<file path="src/rtl/nes_loader_macros.svh">
//******************************
// Loader constants: memory map, file type codes,
// header length and counter widths
//******************************
`ifndef NES_LOADER_MACROS_SVH
`define NES_LOADER_MACROS_SVH

// Cartridge memory address width
`define ADDR_W 22

`define HDR_LEN 16 // iNES header bytes

// Memory map
`define PRG_BASE 22'h000000
`define CHR_BASE 22'h200000
`define FDS_BASE 22'h010010     // FDS image, header skipped
`define FDS_RAW_BASE 22'h010020 // FDS image without header
`define BIOS_BASE 22'h000010    // BIOS data, header skipped

// Download index codes
`define FT_BIOS 8'h0A
`define FT_FDS 8'h0B

`define CE_PHASE_W 2 // Console runs at clk/4

// Page sizes as shifts
`define PRG_PAGE_SHIFT 14 // 16 KiB
`define CHR_PAGE_SHIFT 13 // 8 KiB

`endif

</file>
<file path="src/rtl/ines_pkg.sv">
//******************************
// File format types: header kind, download
// file type and packed mapper flag word
//******************************
`default_nettype none

`include "nes_loader_macros.svh"

package ines_pkg;

	// Result of the magic check on header bytes 0 to 3
	typedef enum logic [1:0] {
		hdr_ines,
		hdr_fds,
		hdr_unknown
	} hdr_kind_t;

	// Download index as sent by the host
	typedef enum logic [7:0] {
		ft_game = 8'h00,
		ft_bios = `FT_BIOS,
		ft_fds = `FT_FDS
	} file_type_t;

	// Packed flags for the mapper logic
	//   [7:0] mapper, [10:8] PRG size code, [13:11] CHR size code,
	//   [14] mirroring, [15] CHR RAM, [16] four-screen
	typedef logic [31:0] mapper_flags_t;

endpackage

`default_nettype wire

</file>
<file path="src/rtl/loader_pkg.sv">
//******************************
// Machine side types: load FSM states and
// cartridge memory address
//******************************
`default_nettype none

`include "nes_loader_macros.svh"

package loader_pkg;

	// Load sequencer states
	typedef enum logic [2:0] {
		st_header, // Collecting the 16 header bytes
		st_prg,    // PRG ROM bytes
		st_chr,    // CHR ROM bytes
		st_error,  // Unsupported file
		st_raw     // FDS or BIOS image, runs until download ends
	} load_state_t;

	typedef logic [`ADDR_W-1:0] mem_addr_t;

endpackage

`default_nettype wire

</file>
<file path="src/rtl/ines_header_decoder.sv">
//******************************
// iNES header decoder: header byte store, magic
// classification and mapper flag word
//******************************
`timescale 1ns/1ps
`default_nettype none

`include "nes_loader_macros.svh"

module ines_header_decoder
	import ines_pkg::*;
(
	input  logic          clk,
	input  logic          reset,
	input  logic [7:0]    dl_data,
	input  logic          hdr_wr,
	input  logic [3:0]    hdr_count,
	input  logic          seq_finish,
	input  logic          invert_mirroring,
	output hdr_kind_t     hdr_kind,
	output logic [7:0]    prg_pages,
	output logic [7:0]    chr_pages,
	output logic          trainer,
	output mapper_flags_t mapper_flags
);

	logic [7:0] hdr_bytes [`HDR_LEN];
	logic upper_nonzero;
	logic is_nes20;
	logic is_dirty;
	mapper_flags_t flags_stored;
	mapper_flags_t flags_fds;

	// Round a page count up to a power of two, as a log2 code
	function automatic logic [2:0] size_code(input logic [7:0] pages);
		if (pages <= 8'd1) return 3'd0;
		else if (pages <= 8'd2) return 3'd1;
		else if (pages <= 8'd4) return 3'd2;
		else if (pages <= 8'd8) return 3'd3;
		else if (pages <= 8'd16) return 3'd4;
		else if (pages <= 8'd32) return 3'd5;
		else if (pages <= 8'd64) return 3'd6;
		else return 3'd7;
	endfunction

	function automatic mapper_flags_t build_flags(input logic [7:0] b4, input logic [7:0] b5,
			input logic [7:0] b6, input logic [7:0] b7, input logic dirty, input logic inv);
		logic [7:0] mapper;
		mapper = {dirty ? 4'h0 : b7[7:4], b6[7:4]};
		return {15'b0, b6[3], (b5 == 8'h00), b6[0] ^ inv, size_code(b5), size_code(b4), mapper};
	endfunction

	// Header store; FDS images get a fixed mapper 20 header once loaded
	always_ff @(posedge clk) begin
		if (seq_finish) begin
			hdr_bytes[6] <= 8'h40;
			hdr_bytes[7] <= 8'h10;
			for (int i = 8; i < `HDR_LEN; i++) begin
				hdr_bytes[i] <= 8'h00;
			end
		end else if (hdr_wr) begin
			hdr_bytes[hdr_count] <= dl_data;
		end
	end

	always_comb begin
		if ({hdr_bytes[0], hdr_bytes[1], hdr_bytes[2], hdr_bytes[3]} == 32'h4E45531A)
			hdr_kind = hdr_ines; // "NES" 1A
		else if ({hdr_bytes[0], hdr_bytes[1], hdr_bytes[2], hdr_bytes[3]} == 32'h4644531A)
			hdr_kind = hdr_fds;  // "FDS" 1A
		else
			hdr_kind = hdr_unknown;
	end

	assign prg_pages = hdr_bytes[4];
	assign chr_pages = hdr_bytes[5];
	assign trainer = hdr_bytes[6][2];

	// Old tools left junk in bytes 8 to 15
	always_comb begin
		upper_nonzero = 1'b0;
		for (int i = 8; i < `HDR_LEN; i++) begin
			upper_nonzero = upper_nonzero | (hdr_bytes[i] != 8'h00);
		end
	end

	assign is_nes20 = (hdr_bytes[7][3:2] == 2'b10);
	assign is_dirty = !is_nes20 && upper_nonzero;

	assign flags_stored = build_flags(hdr_bytes[4], hdr_bytes[5], hdr_bytes[6], hdr_bytes[7],
		is_dirty, invert_mirroring);
	assign flags_fds = build_flags(hdr_bytes[4], hdr_bytes[5], 8'h40, 8'h10, 1'b0,
		invert_mirroring); // Same word the default bytes give

	always_ff @(posedge clk) begin
		if (reset)
			mapper_flags <= '0;
		else if (seq_finish)
			mapper_flags <= flags_fds;
		else
			mapper_flags <= flags_stored;
	end

endmodule

`default_nettype wire

</file>
<file path="src/rtl/mem_write_merge.sv">
//******************************
// Memory write port: clock enable divider, loader
// write latch and CPU/loader source select
//******************************
`timescale 1ns/1ps
`default_nettype none

`include "nes_loader_macros.svh"

module mem_write_merge
	import loader_pkg::*;
(
	input  logic       clk,
	input  logic       reset,
	input  logic       downloading,
	input  mem_addr_t  ld_addr,
	input  logic [7:0] ld_data,
	input  logic       ld_wr,
	input  mem_addr_t  cpu_addr,
	input  logic [7:0] cpu_dout,
	input  logic       cpu_write,
	output mem_addr_t  mem_addr,
	output logic [7:0] mem_din,
	output logic       mem_we
);

	logic [`CE_PHASE_W-1:0] ce_phase;
	logic ce_last; // Last phase of the console cycle
	logic pending;
	mem_addr_t lat_addr;
	logic [7:0] lat_data;

	// Free running divider, the console steps once per wrap
	always_ff @(posedge clk) begin
		if (reset)
			ce_phase <= '0;
		else
			ce_phase <= ce_phase + `CE_PHASE_W'(1);
	end

	assign ce_last = &ce_phase;

	// Hold one loader write until the console phase lets it through
	always_ff @(posedge clk) begin
		if (reset) begin
			pending <= 1'b0;
		end else begin
			if (ce_last)
				pending <= 1'b0;
			if (ld_wr)
				pending <= 1'b1; // A new strobe wins over the clear
		end
	end

	always_ff @(posedge clk) begin
		if (ld_wr) begin
			lat_addr <= ld_addr;
			lat_data <= ld_data;
		end
	end

	assign mem_addr = downloading ? lat_addr : cpu_addr;
	assign mem_din = downloading ? lat_data : cpu_dout;
	assign mem_we = ce_last && (downloading ? pending : cpu_write);

endmodule

`default_nettype wire

</file>
<file path="src/rtl/nes_loader.sv">
//******************************
// Cartridge loader top: header decoder, load
// sequencer and memory write merge
//******************************
`timescale 1ns/1ps
`default_nettype none

module nes_loader
	import ines_pkg::*;
	import loader_pkg::*;
(
	input  logic          clk,
	input  logic          reset,
	input  logic          downloading,
	input  file_type_t    file_type,
	input  logic [7:0]    dl_data,
	input  logic          dl_wr,
	input  logic          invert_mirroring,
	input  mem_addr_t     cpu_addr,
	input  logic [7:0]    cpu_dout,
	input  logic          cpu_write,
	output mem_addr_t     mem_addr,
	output logic [7:0]    mem_din,
	output logic          mem_we,
	output mapper_flags_t mapper_flags,
	output logic          load_done,
	output logic          load_error
);

	logic hdr_wr;
	logic [3:0] hdr_count;
	logic seq_finish;
	hdr_kind_t hdr_kind;
	logic [7:0] prg_pages;
	logic [7:0] chr_pages;
	logic trainer;
	mem_addr_t ld_addr;
	logic [7:0] ld_data;
	logic ld_wr;

	ines_header_decoder decoder_i (
		.clk(clk),
		.reset(reset),
		.dl_data(dl_data),
		.hdr_wr(hdr_wr),
		.hdr_count(hdr_count),
		.seq_finish(seq_finish),
		.invert_mirroring(invert_mirroring),
		.hdr_kind(hdr_kind),
		.prg_pages(prg_pages),
		.chr_pages(chr_pages),
		.trainer(trainer),
		.mapper_flags(mapper_flags)
	);

	// Sees the same byte stream as the decoder
	rom_load_sequencer sequencer_i (
		.clk(clk),
		.reset(reset),
		.downloading(downloading),
		.file_type(file_type),
		.dl_data(dl_data),
		.dl_wr(dl_wr),
		.hdr_kind(hdr_kind),
		.trainer(trainer),
		.prg_pages(prg_pages),
		.chr_pages(chr_pages),
		.hdr_wr(hdr_wr),
		.hdr_count(hdr_count),
		.seq_finish(seq_finish),
		.ld_addr(ld_addr),
		.ld_data(ld_data),
		.ld_wr(ld_wr),
		.load_done(load_done),
		.load_error(load_error)
	);

	mem_write_merge merge_i (
		.clk(clk),
		.reset(reset),
		.downloading(downloading),
		.ld_addr(ld_addr),
		.ld_data(ld_data),
		.ld_wr(ld_wr),
		.cpu_addr(cpu_addr),
		.cpu_dout(cpu_dout),
		.cpu_write(cpu_write),
		.mem_addr(mem_addr),
		.mem_din(mem_din),
		.mem_we(mem_we)
	);

endmodule

`default_nettype wire

</file>
<file path="src/rtl/rom_load_sequencer.sv">
//******************************
// Load sequencer: header, PRG, CHR and raw image
// phases with address and byte counters
//******************************
`timescale 1ns/1ps
`default_nettype none

`include "nes_loader_macros.svh"

module rom_load_sequencer
	import ines_pkg::*;
	import loader_pkg::*;
(
	input  logic       clk,
	input  logic       reset,
	input  logic       downloading,
	input  file_type_t file_type,
	input  logic [7:0] dl_data,
	input  logic       dl_wr,
	input  hdr_kind_t  hdr_kind,
	input  logic       trainer,
	input  logic [7:0] prg_pages,
	input  logic [7:0] chr_pages,
	output logic       hdr_wr,
	output logic [3:0] hdr_count,
	output logic       seq_finish,
	output mem_addr_t  ld_addr,
	output logic [7:0] ld_data,
	output logic       ld_wr,
	output logic       load_done,
	output logic       load_error
);

	load_state_t state;
	logic [`ADDR_W-1:0] bytes_left; // Remaining ROM bytes in st_prg and st_chr
	logic rom_phase;
	logic stream_phase;

	assign rom_phase = (state == st_prg) || (state == st_chr);
	assign stream_phase = (state == st_header) || (state == st_raw);

	assign hdr_wr = dl_wr && (state == st_header);
	assign ld_data = dl_data;
	assign ld_wr = dl_wr && ((rom_phase && (bytes_left != '0)) || (stream_phase && downloading));

	always_ff @(posedge clk) begin
		if (reset) begin
			state <= st_header;
			hdr_count <= 4'd0;
			bytes_left <= '0;
			seq_finish <= 1'b0;
			load_done <= 1'b0;
			load_error <= 1'b0;
			ld_addr <= (file_type == ft_fds) ? `FDS_RAW_BASE : `PRG_BASE;
		end else begin
			seq_finish <= 1'b0;
			case (state)
				st_header: if (dl_wr) begin
					hdr_count <= hdr_count + 4'd1;
					ld_addr <= ld_addr + mem_addr_t'(1);
					if (hdr_count == 4'd15) begin
						// Bytes 0 to 14 are stored, so the verdict is ready
						if (hdr_kind == hdr_ines && !trainer) begin
							state <= st_prg;
							ld_addr <= `PRG_BASE;
							bytes_left <= mem_addr_t'(prg_pages) << `PRG_PAGE_SHIFT;
						end else if (hdr_kind == hdr_fds) begin
							state <= st_raw;
							ld_addr <= `FDS_BASE;
						end else if (file_type == ft_bios) begin
							state <= st_raw;
							ld_addr <= `BIOS_BASE;
						end else if (file_type == ft_fds) begin
							state <= st_raw;
							ld_addr <= `FDS_RAW_BASE;
						end else begin
							state <= st_error;
						end
					end
				end
				st_prg: begin
					if (bytes_left != '0) begin
						if (dl_wr) begin
							bytes_left <= bytes_left - mem_addr_t'(1);
							ld_addr <= ld_addr + mem_addr_t'(1);
						end
					end else begin
						state <= st_chr; // CHR follows PRG in the file
						ld_addr <= `CHR_BASE;
						bytes_left <= mem_addr_t'(chr_pages) << `CHR_PAGE_SHIFT;
					end
				end
				st_chr: begin
					if (bytes_left != '0) begin
						if (dl_wr) begin
							bytes_left <= bytes_left - mem_addr_t'(1);
							ld_addr <= ld_addr + mem_addr_t'(1);
						end
					end else begin
						load_done <= 1'b1;
					end
				end
				st_error: begin
					load_done <= 1'b1;
					load_error <= 1'b1;
				end
				st_raw: begin
					if (downloading) begin
						if (dl_wr)
							ld_addr <= ld_addr + mem_addr_t'(1);
					end else begin
						// One finish pulse, then done on the next cycle
						if (!seq_finish && !load_done)
							seq_finish <= 1'b1;
						if (seq_finish)
							load_done <= 1'b1;
					end
				end
				default: state <= st_error;
			endcase
		end
	end

endmodule

`default_nettype wire

</file>
<file path="config.mk">
export PLATFORM = sky130hd
export DESIGN_NAME = nes_loader
export DESIGN_NICKNAME = d
export VERILOG_FILES = /design/src/rtl/ines_pkg.sv /design/src/rtl/loader_pkg.sv /design/src/rtl/ines_header_decoder.sv /design/src/rtl/mem_write_merge.sv /design/src/rtl/nes_loader.sv /design/src/rtl/rom_load_sequencer.sv
export VERILOG_INCLUDE_DIRS = /design/src /design/src/rtl
export SDC_FILE = /design/constraint.sdc
export NUM_CORES = 1
export LEC_CHECK = 0
export BUFFER_PORTS_ARGS = -buffer_cell sky130_fd_sc_hd__buf_2
export CAP_MARGIN = 20
export CORE_MARGIN = 2
export CORE_UTILIZATION = 50
export CTS_BUF_LIST = sky130_fd_sc_hd__clkbuf_4 sky130_fd_sc_hd__clkbuf_8
export DETAILED_ROUTE_END_ITERATION = 16
export PLACE_DENSITY = 0.71
export SLEW_MARGIN = 20
export SYNTH_ARGS = -nofsm -noshare
export SYNTH_HDL_FRONTEND = slang
export SYNTH_HIERARCHICAL = 1
export SYNTH_SLANG_ARGS = --single-unit
export TNS_END_PERCENT = 20
</file>
<file path="constraint.sdc">
create_clock -name clk -period 10.4 [get_ports clk]
set_input_delay 0 -clock clk [delete_from_list [all_inputs] [get_ports clk]]
set_output_delay 0 -clock clk [all_outputs]
set_load 0.005 [all_outputs]
</file>
# ---- Word-level counts from Yosys, hierarchy flattened
# Memory sizes are Yosys's and may differ from the RTL's.
# Cells that the tools add are included.
dict set report totals {
  inputBits 52
  word_cells 171
  ff_bits 104
  out_inout_bits 65
  n_memories 1
  mem_bits_rw 128
}
dict set report classes {
  mux 64
  bitwise_logic 10
  n_reduce_logical 42
  n_eq_ne 22
  magnitude_cmp 14
  addsub 4
}
# memory depth width rd rd_ports_with_merged_regs write_ports line_no
set memory_table {}
lappend memory_table {decoder_i.hdr_bytes 16 8 16 0 10 ines_header_decoder.sv:27} ;# logic [7:0] hdr_bytes [`HDR_LEN];
# operator count
set ops {}
lappend ops {{two-way mux 22 bit} 18}
lappend ops {{case mux 22 bit (4 select lines)} 1}
lappend ops {{case mux 22 bit (3 select lines)} 1}
lappend ops {{equality test 32 x 31 -> 1 bit, second input constant} 2}
lappend ops {{nonzero test 8 bit} 8}
lappend ops {{two-way mux 3 bit} 19}
lappend ops {{adder 22 x 1 -> 22 bit, second input constant} 1}
lappend ops {{nonzero test 22 bit} 1}
lappend ops {{subtractor 22 x 1 -> 22 bit, second input constant} 1}
lappend ops {{two-way mux 17 bit} 1}
lappend ops {{equality test 8 x 4 -> 1 bit, second input constant} 2}
lappend ops {{less-or-equal comparator 8 x 1 -> 1 bit, second input constant} 2}
lappend ops {{less-or-equal comparator 8 x 2 -> 1 bit, second input constant} 2}
lappend ops {{less-or-equal comparator 8 x 3 -> 1 bit, second input constant} 2}
lappend ops {{less-or-equal comparator 8 x 4 -> 1 bit, second input constant} 2}
lappend ops {{less-or-equal comparator 8 x 5 -> 1 bit, second input constant} 2}
lappend ops {{less-or-equal comparator 8 x 6 -> 1 bit, second input constant} 2}
lappend ops {{less-or-equal comparator 8 x 7 -> 1 bit, second input constant} 2}
lappend ops {{two-way mux 8 bit} 2}
lappend ops {{two-way mux 1 bit} 15}
lappend ops {{two-way mux 15 bit} 1}
lappend ops {{inequality test 2 bit, second input constant} 7}
lappend ops {{AND reduction 4 bit} 3}
lappend ops {{inequality test 3 bit, second input constant} 3}
lappend ops {{30 further kinds} 56}

# ---- Logic depth before layout (Yosys ltp)
# An unclocked memory read counts as a cell.
dict set report logic_depth {
  ltp_word 12
  ltp_mapped 11
  mapped_depth_nobuf 9
}

# ---- Modules after synthesis
# Netlist, hierarchy kept.
# mod instances seq_area_each_um2 area_per_inst_um2 cells_per_inst
set modules_own_cells {}
lappend modules_own_cells {ines_header_decoder 1 4093.9 5476.5 368}
lappend modules_own_cells {rom_load_sequencer 1 1301.2 3846.2 460}
lappend modules_own_cells {mem_write_merge 1 960.9 1386.3 74}

# ---- Worst setup path after synthesis
# OpenSTA, ideal clock, no wires.
dict set report synth_timing {
  path_kind {flip-flop to flip-flop}
  start {register sequencer_i.state[0]}
  end {register merge_i.lat_addr[0] (enable)}
  path_buffers 1
  t_arrival_ns 2.850
  required_ns 9.982
  setup_ns 0.418
  synth_period_minus_slack_ns 3.268
  path_stages_with_launch 7
  path_slack_ns 7.132
  cell_sequence {dfxtp_1 -> or3b_2 -> and2_1 -> clkbuf_1 -> a31oi_1 -> a21oi_1 -> nor2_1}
}
dict set report synth_via {
  elab_chain_cells 5
  word_cells_on_any_way 10
  classes_between {3 x eq/ne; 7 x reduce/logical}
}
# item line_no
set synth_rtl {}
lappend synth_rtl {{start: declaration} rom_load_sequencer.sv:34} ;# load_state_t state;
lappend synth_rtl {{start signal: assignment} rom_load_sequencer.sv:48} ;# state <= st_header;
lappend synth_rtl {{start signal: assignment} rom_load_sequencer.sv:64} ;# state <= st_prg;
lappend synth_rtl {{start signal: assignment} rom_load_sequencer.sv:68} ;# state <= st_raw;
lappend synth_rtl {{equality test 3 x 1 -> 1 bit, or another cell as far along} rom_load_sequencer.sv:39} ;# assign rom_phase = (state == st_prg) || (state == st_chr);
lappend synth_rtl {{logical OR 1 bit (on tied branches)} {rom_load_sequencer.sv:39, rom_load_sequencer.sv:40}}
lappend synth_rtl {{logical AND 1 bit} rom_load_sequencer.sv:44} ;# assign ld_wr = dl_wr && ((rom_phase && (bytes_left != '0)) || (stream_phase && downloading));
lappend synth_rtl {{logical OR 1 bit *} rom_load_sequencer.sv:44}
lappend synth_rtl {{logical AND 1 bit *} rom_load_sequencer.sv:44}
lappend synth_rtl {{named net ld_wr} nes_loader.sv:39} ;# logic ld_wr;
lappend synth_rtl {{end signal: assignment} mem_write_merge.sv:57} ;# lat_addr <= ld_addr;
lappend synth_rtl {{end: declaration} mem_write_merge.sv:30} ;# mem_addr_t lat_addr;
# Mark *: on every way through the listed nets, which the timed path passes. The rest lies on a longest branch.
# A chain may end at the register's enable or synchronous reset.

==> metrics.txt <==
global placer's final weighted congestion ~0.85; post-layout min period ~3.7 ns; most used cell, CP nand2_1; share of layout cells above drive strength 1 22.19%; CP required 10.79 ns; Worst setup EP type flip-flop; register area share after synthesis around three fifths; most frequent cells in the layout 177 x edfxtp_1, 102 x buf_2, 84 x and2_1; Synth Instances ~900; Clock Sinks about 230; post-DP HPWL 14930 um; GRT Resource Usage Total 20.45%; flops & latches, synth roughly 230; RSZ-0062 raised after global routing no; Main synth FF type edfxtp_1; vias in the first global route ~7300; worst IR drop on VDD approximately 130 uV; CP peak stage delay ~0.63 ns; most common cell after layout, fill and taps aside edfxtp_1; setup TNS 0 ns; starting density of the core 50.94%; Avg WL per Cell between 15 and 20 um; first-pass GRT wire length 36450 um; met1 Use GR 26.40%; htree depth 2; Netlist Area Pre-Place 10710 um2; fin worst setup slack around 6.7 ns; Syn. warnings 6; Setup Buffers After CTS 0; grt met2 use between 30% and 40%; Final Setup Violations 0; EDFF count, synth roughly 180; Leakage 0.004335 uW; pin count of the biggest net entering global routing 38; class of the worst hold path input pin to flip-flop; Tcrit/Tclk final a little over a third; Total Nets Final ~1100; PwrDens approximately 250 nW/um2; Die H roughly 150 um; Initial DRT Pass Iterations 5; Remaining DRCs 0; Worst-Skew Late Latency around 0.54 ns; crit-path cells nor4b_1, nand4_1, nor4_1, nand2_1, or3_1, o21ai_0, nand2_1, o21ai_2, o22ai_1; Via-to-Cell Ratio around 5.8; final hold slack approximately 0.051 ns; DRT iter0 DRCs 563; Mean Syn Cell Area 11.87 um2; DIE WIDTH between 150 and 200 um; fmax 0.2731 GHz; CTS tree built; M3 GR Usage between 3 and 4%; slowest stage cell on the critical path o21ai_2; Root Driver clkbuf_8; Max-cap violations 0; Max Root-Sink Buffers 3; port buffer count around 100; ys async rst share 0%; PostCTS Resize Cnt 0; Tightest Pin Transition about 1.1 ns; WP data arrival roughly 4.1 ns; # fillers approximately 1700; Via Count just under 8000; slew margin rel. roughly 28%; FP Rows 53; Hold Fails Final Rpt 0; Critical Path Source Type flip-flop; initial antenna violation count 0; Die Footprint roughly 23000 um2; Final Skew roughly 0.015 ns; number of distinct library cells after synthesis between 70 and 80; Clock transition at path regs approximately 0.060 ns; Setup CP Type flip-flop to flip-flop; Inserted Clock Buffers 39; crit-path max FO 29; Routed WL 23290 um; post-route ant nets 0; Area Overhead vs Synth 14.52%; status finished, final reports clean; Final Slew Violations 0; GR peak layer met2; antenna cell count 0; core box area approximately 21000 um2; total grt overflow 0; DP Worst Slack approximately 6.8 ns; top-level port count approximately 120
[Yosys cell counts (7+ instances only)]
cell type	number	area [um2]
nor4_1	28	175.2
and2_1	84	525.5
inv_1	33	123.9
nor2b_1	8	50.05
buf_4	25	187.7
nand2_1	38	142.6
o21ai_0	35	175.2
a21oi_1	40	200.2
o2111ai_1	7	61.31
o211ai_1	7	52.55
a211oi_1	14	105.1
dfxtp_1	52	1041
nand4_1	16	100.1
a31oi_1	8	50.05
nor2_1	53	198.9
nor4b_1	8	70.07
nand3_1	16	80.08
a221oi_1	11	96.34
clkbuf_1	21	78.83
o31ai_1	14	105.1
and3_1	8	50.05
or3_1	9	56.30
nor3_1	32	160.2
edfxtp_1	177	5315
mux2_2	30	337.8
or4_1	9	67.56
[where the power goes]
part           leakage, uW  switching [uW]  internal [uW]
sequential         0.00213             136           1180
combinational      0.00177             606            334
clock             0.000440             350            480
[cell type report]
class                           instances  area (um2)  area share (%)
Inverter                               33       123.9           1.010
Timing Repair Buffer                  117       643.1           5.244
Clock inverter                          9       86.33          0.7039
Sequential cell                       229        6356           51.83
Multi-Input combinational cell        600        3970           32.37
Clock buffer                           62       740.7           6.040
Tap cell                              275       344.1           2.806
[kinds of logic after synthesis]
kind of cell / share of synthesized area [%]
DFF: 59.35
muxes: 3.715
other: 0.03502
xor gates and xnor gates: 0.6543
AOI/OAI and AO/OA: 12.23
adders and majority gates: 0.4674
and+or+nand+nor: 19.35
buffers and inverters: 4.194
[timing repair]
action / 4_1_cts / 5_1_grt
endpoints found under the hold margin: 59 / 0
hold buffers: 10 / 0
endpoints found under the setup margin: 0 / 0
[per-stage QoR]
stage	total power (uW)	instance area, um2	util [%]	instances
floorplan	1997	10760	-	916
global placement	2243	11320	53.84	1241
detailed placement	2252	11320	53.86	1242
CTS	3094	12250	58.27	1323
global route	3266	12260	58.34	1325
finish	3087	12260	58.34	1325
[registers in the layout (all words and copies together), names as in the netlist]
signal,flops
decoder_i/hdr_bytes,125
decoder_i/mapper_flags,17
merge_i/ce_phase,2
merge_i/lat_addr,22
merge_i/lat_data,8
merge_i/pending,1
sequencer_i/bytes_left,22
sequencer_i/hdr_count,4
sequencer_i/ld_addr,22
sequencer_i/load_done,1
sequencer_i/load_error,1
sequencer_i/seq_finish,1
sequencer_i/state,3
[path summary, 6_finish.rpt]
path,end,slack (ns),depth (start not counted),start
setup / recovery,sequencer_i/bytes_left[18]$_SDFFE_PP0P_,6.74,9,decoder_i/hdr_bytes[3][0]$_DFFE_PP_
hold / removal,sequencer_i/bytes_left[0]$_SDFFE_PP0P_,0.05,3,dl_wr
setup reg to reg,sequencer_i/bytes_left[18]$_SDFFE_PP0P_,6.74,9,decoder_i/hdr_bytes[3][0]$_DFFE_PP_
hold reg to reg,merge_i/ce_phase[0]$_SDFF_PP0_,0.42,1,merge_i/ce_phase[0]$_SDFF_PP0_
[critical path, delay by kind of cell (launching register included)]
kind | cells | cell delay, ns
AO/OA/AOI/OAI | 3 | 1.04
flip-flops | 1 | 0.38
AND/OR/NAND/NOR | 6 | 2.10
[routing by layer]
metal  vias to the layer above  share of wire [%]
met5                         -                  0
met4                         0                2.0
met3                        42                5.5
met2                       251                 50
met1                      3707                 43
li1                       3697                  -
Power figures use the tool's default switching activity.
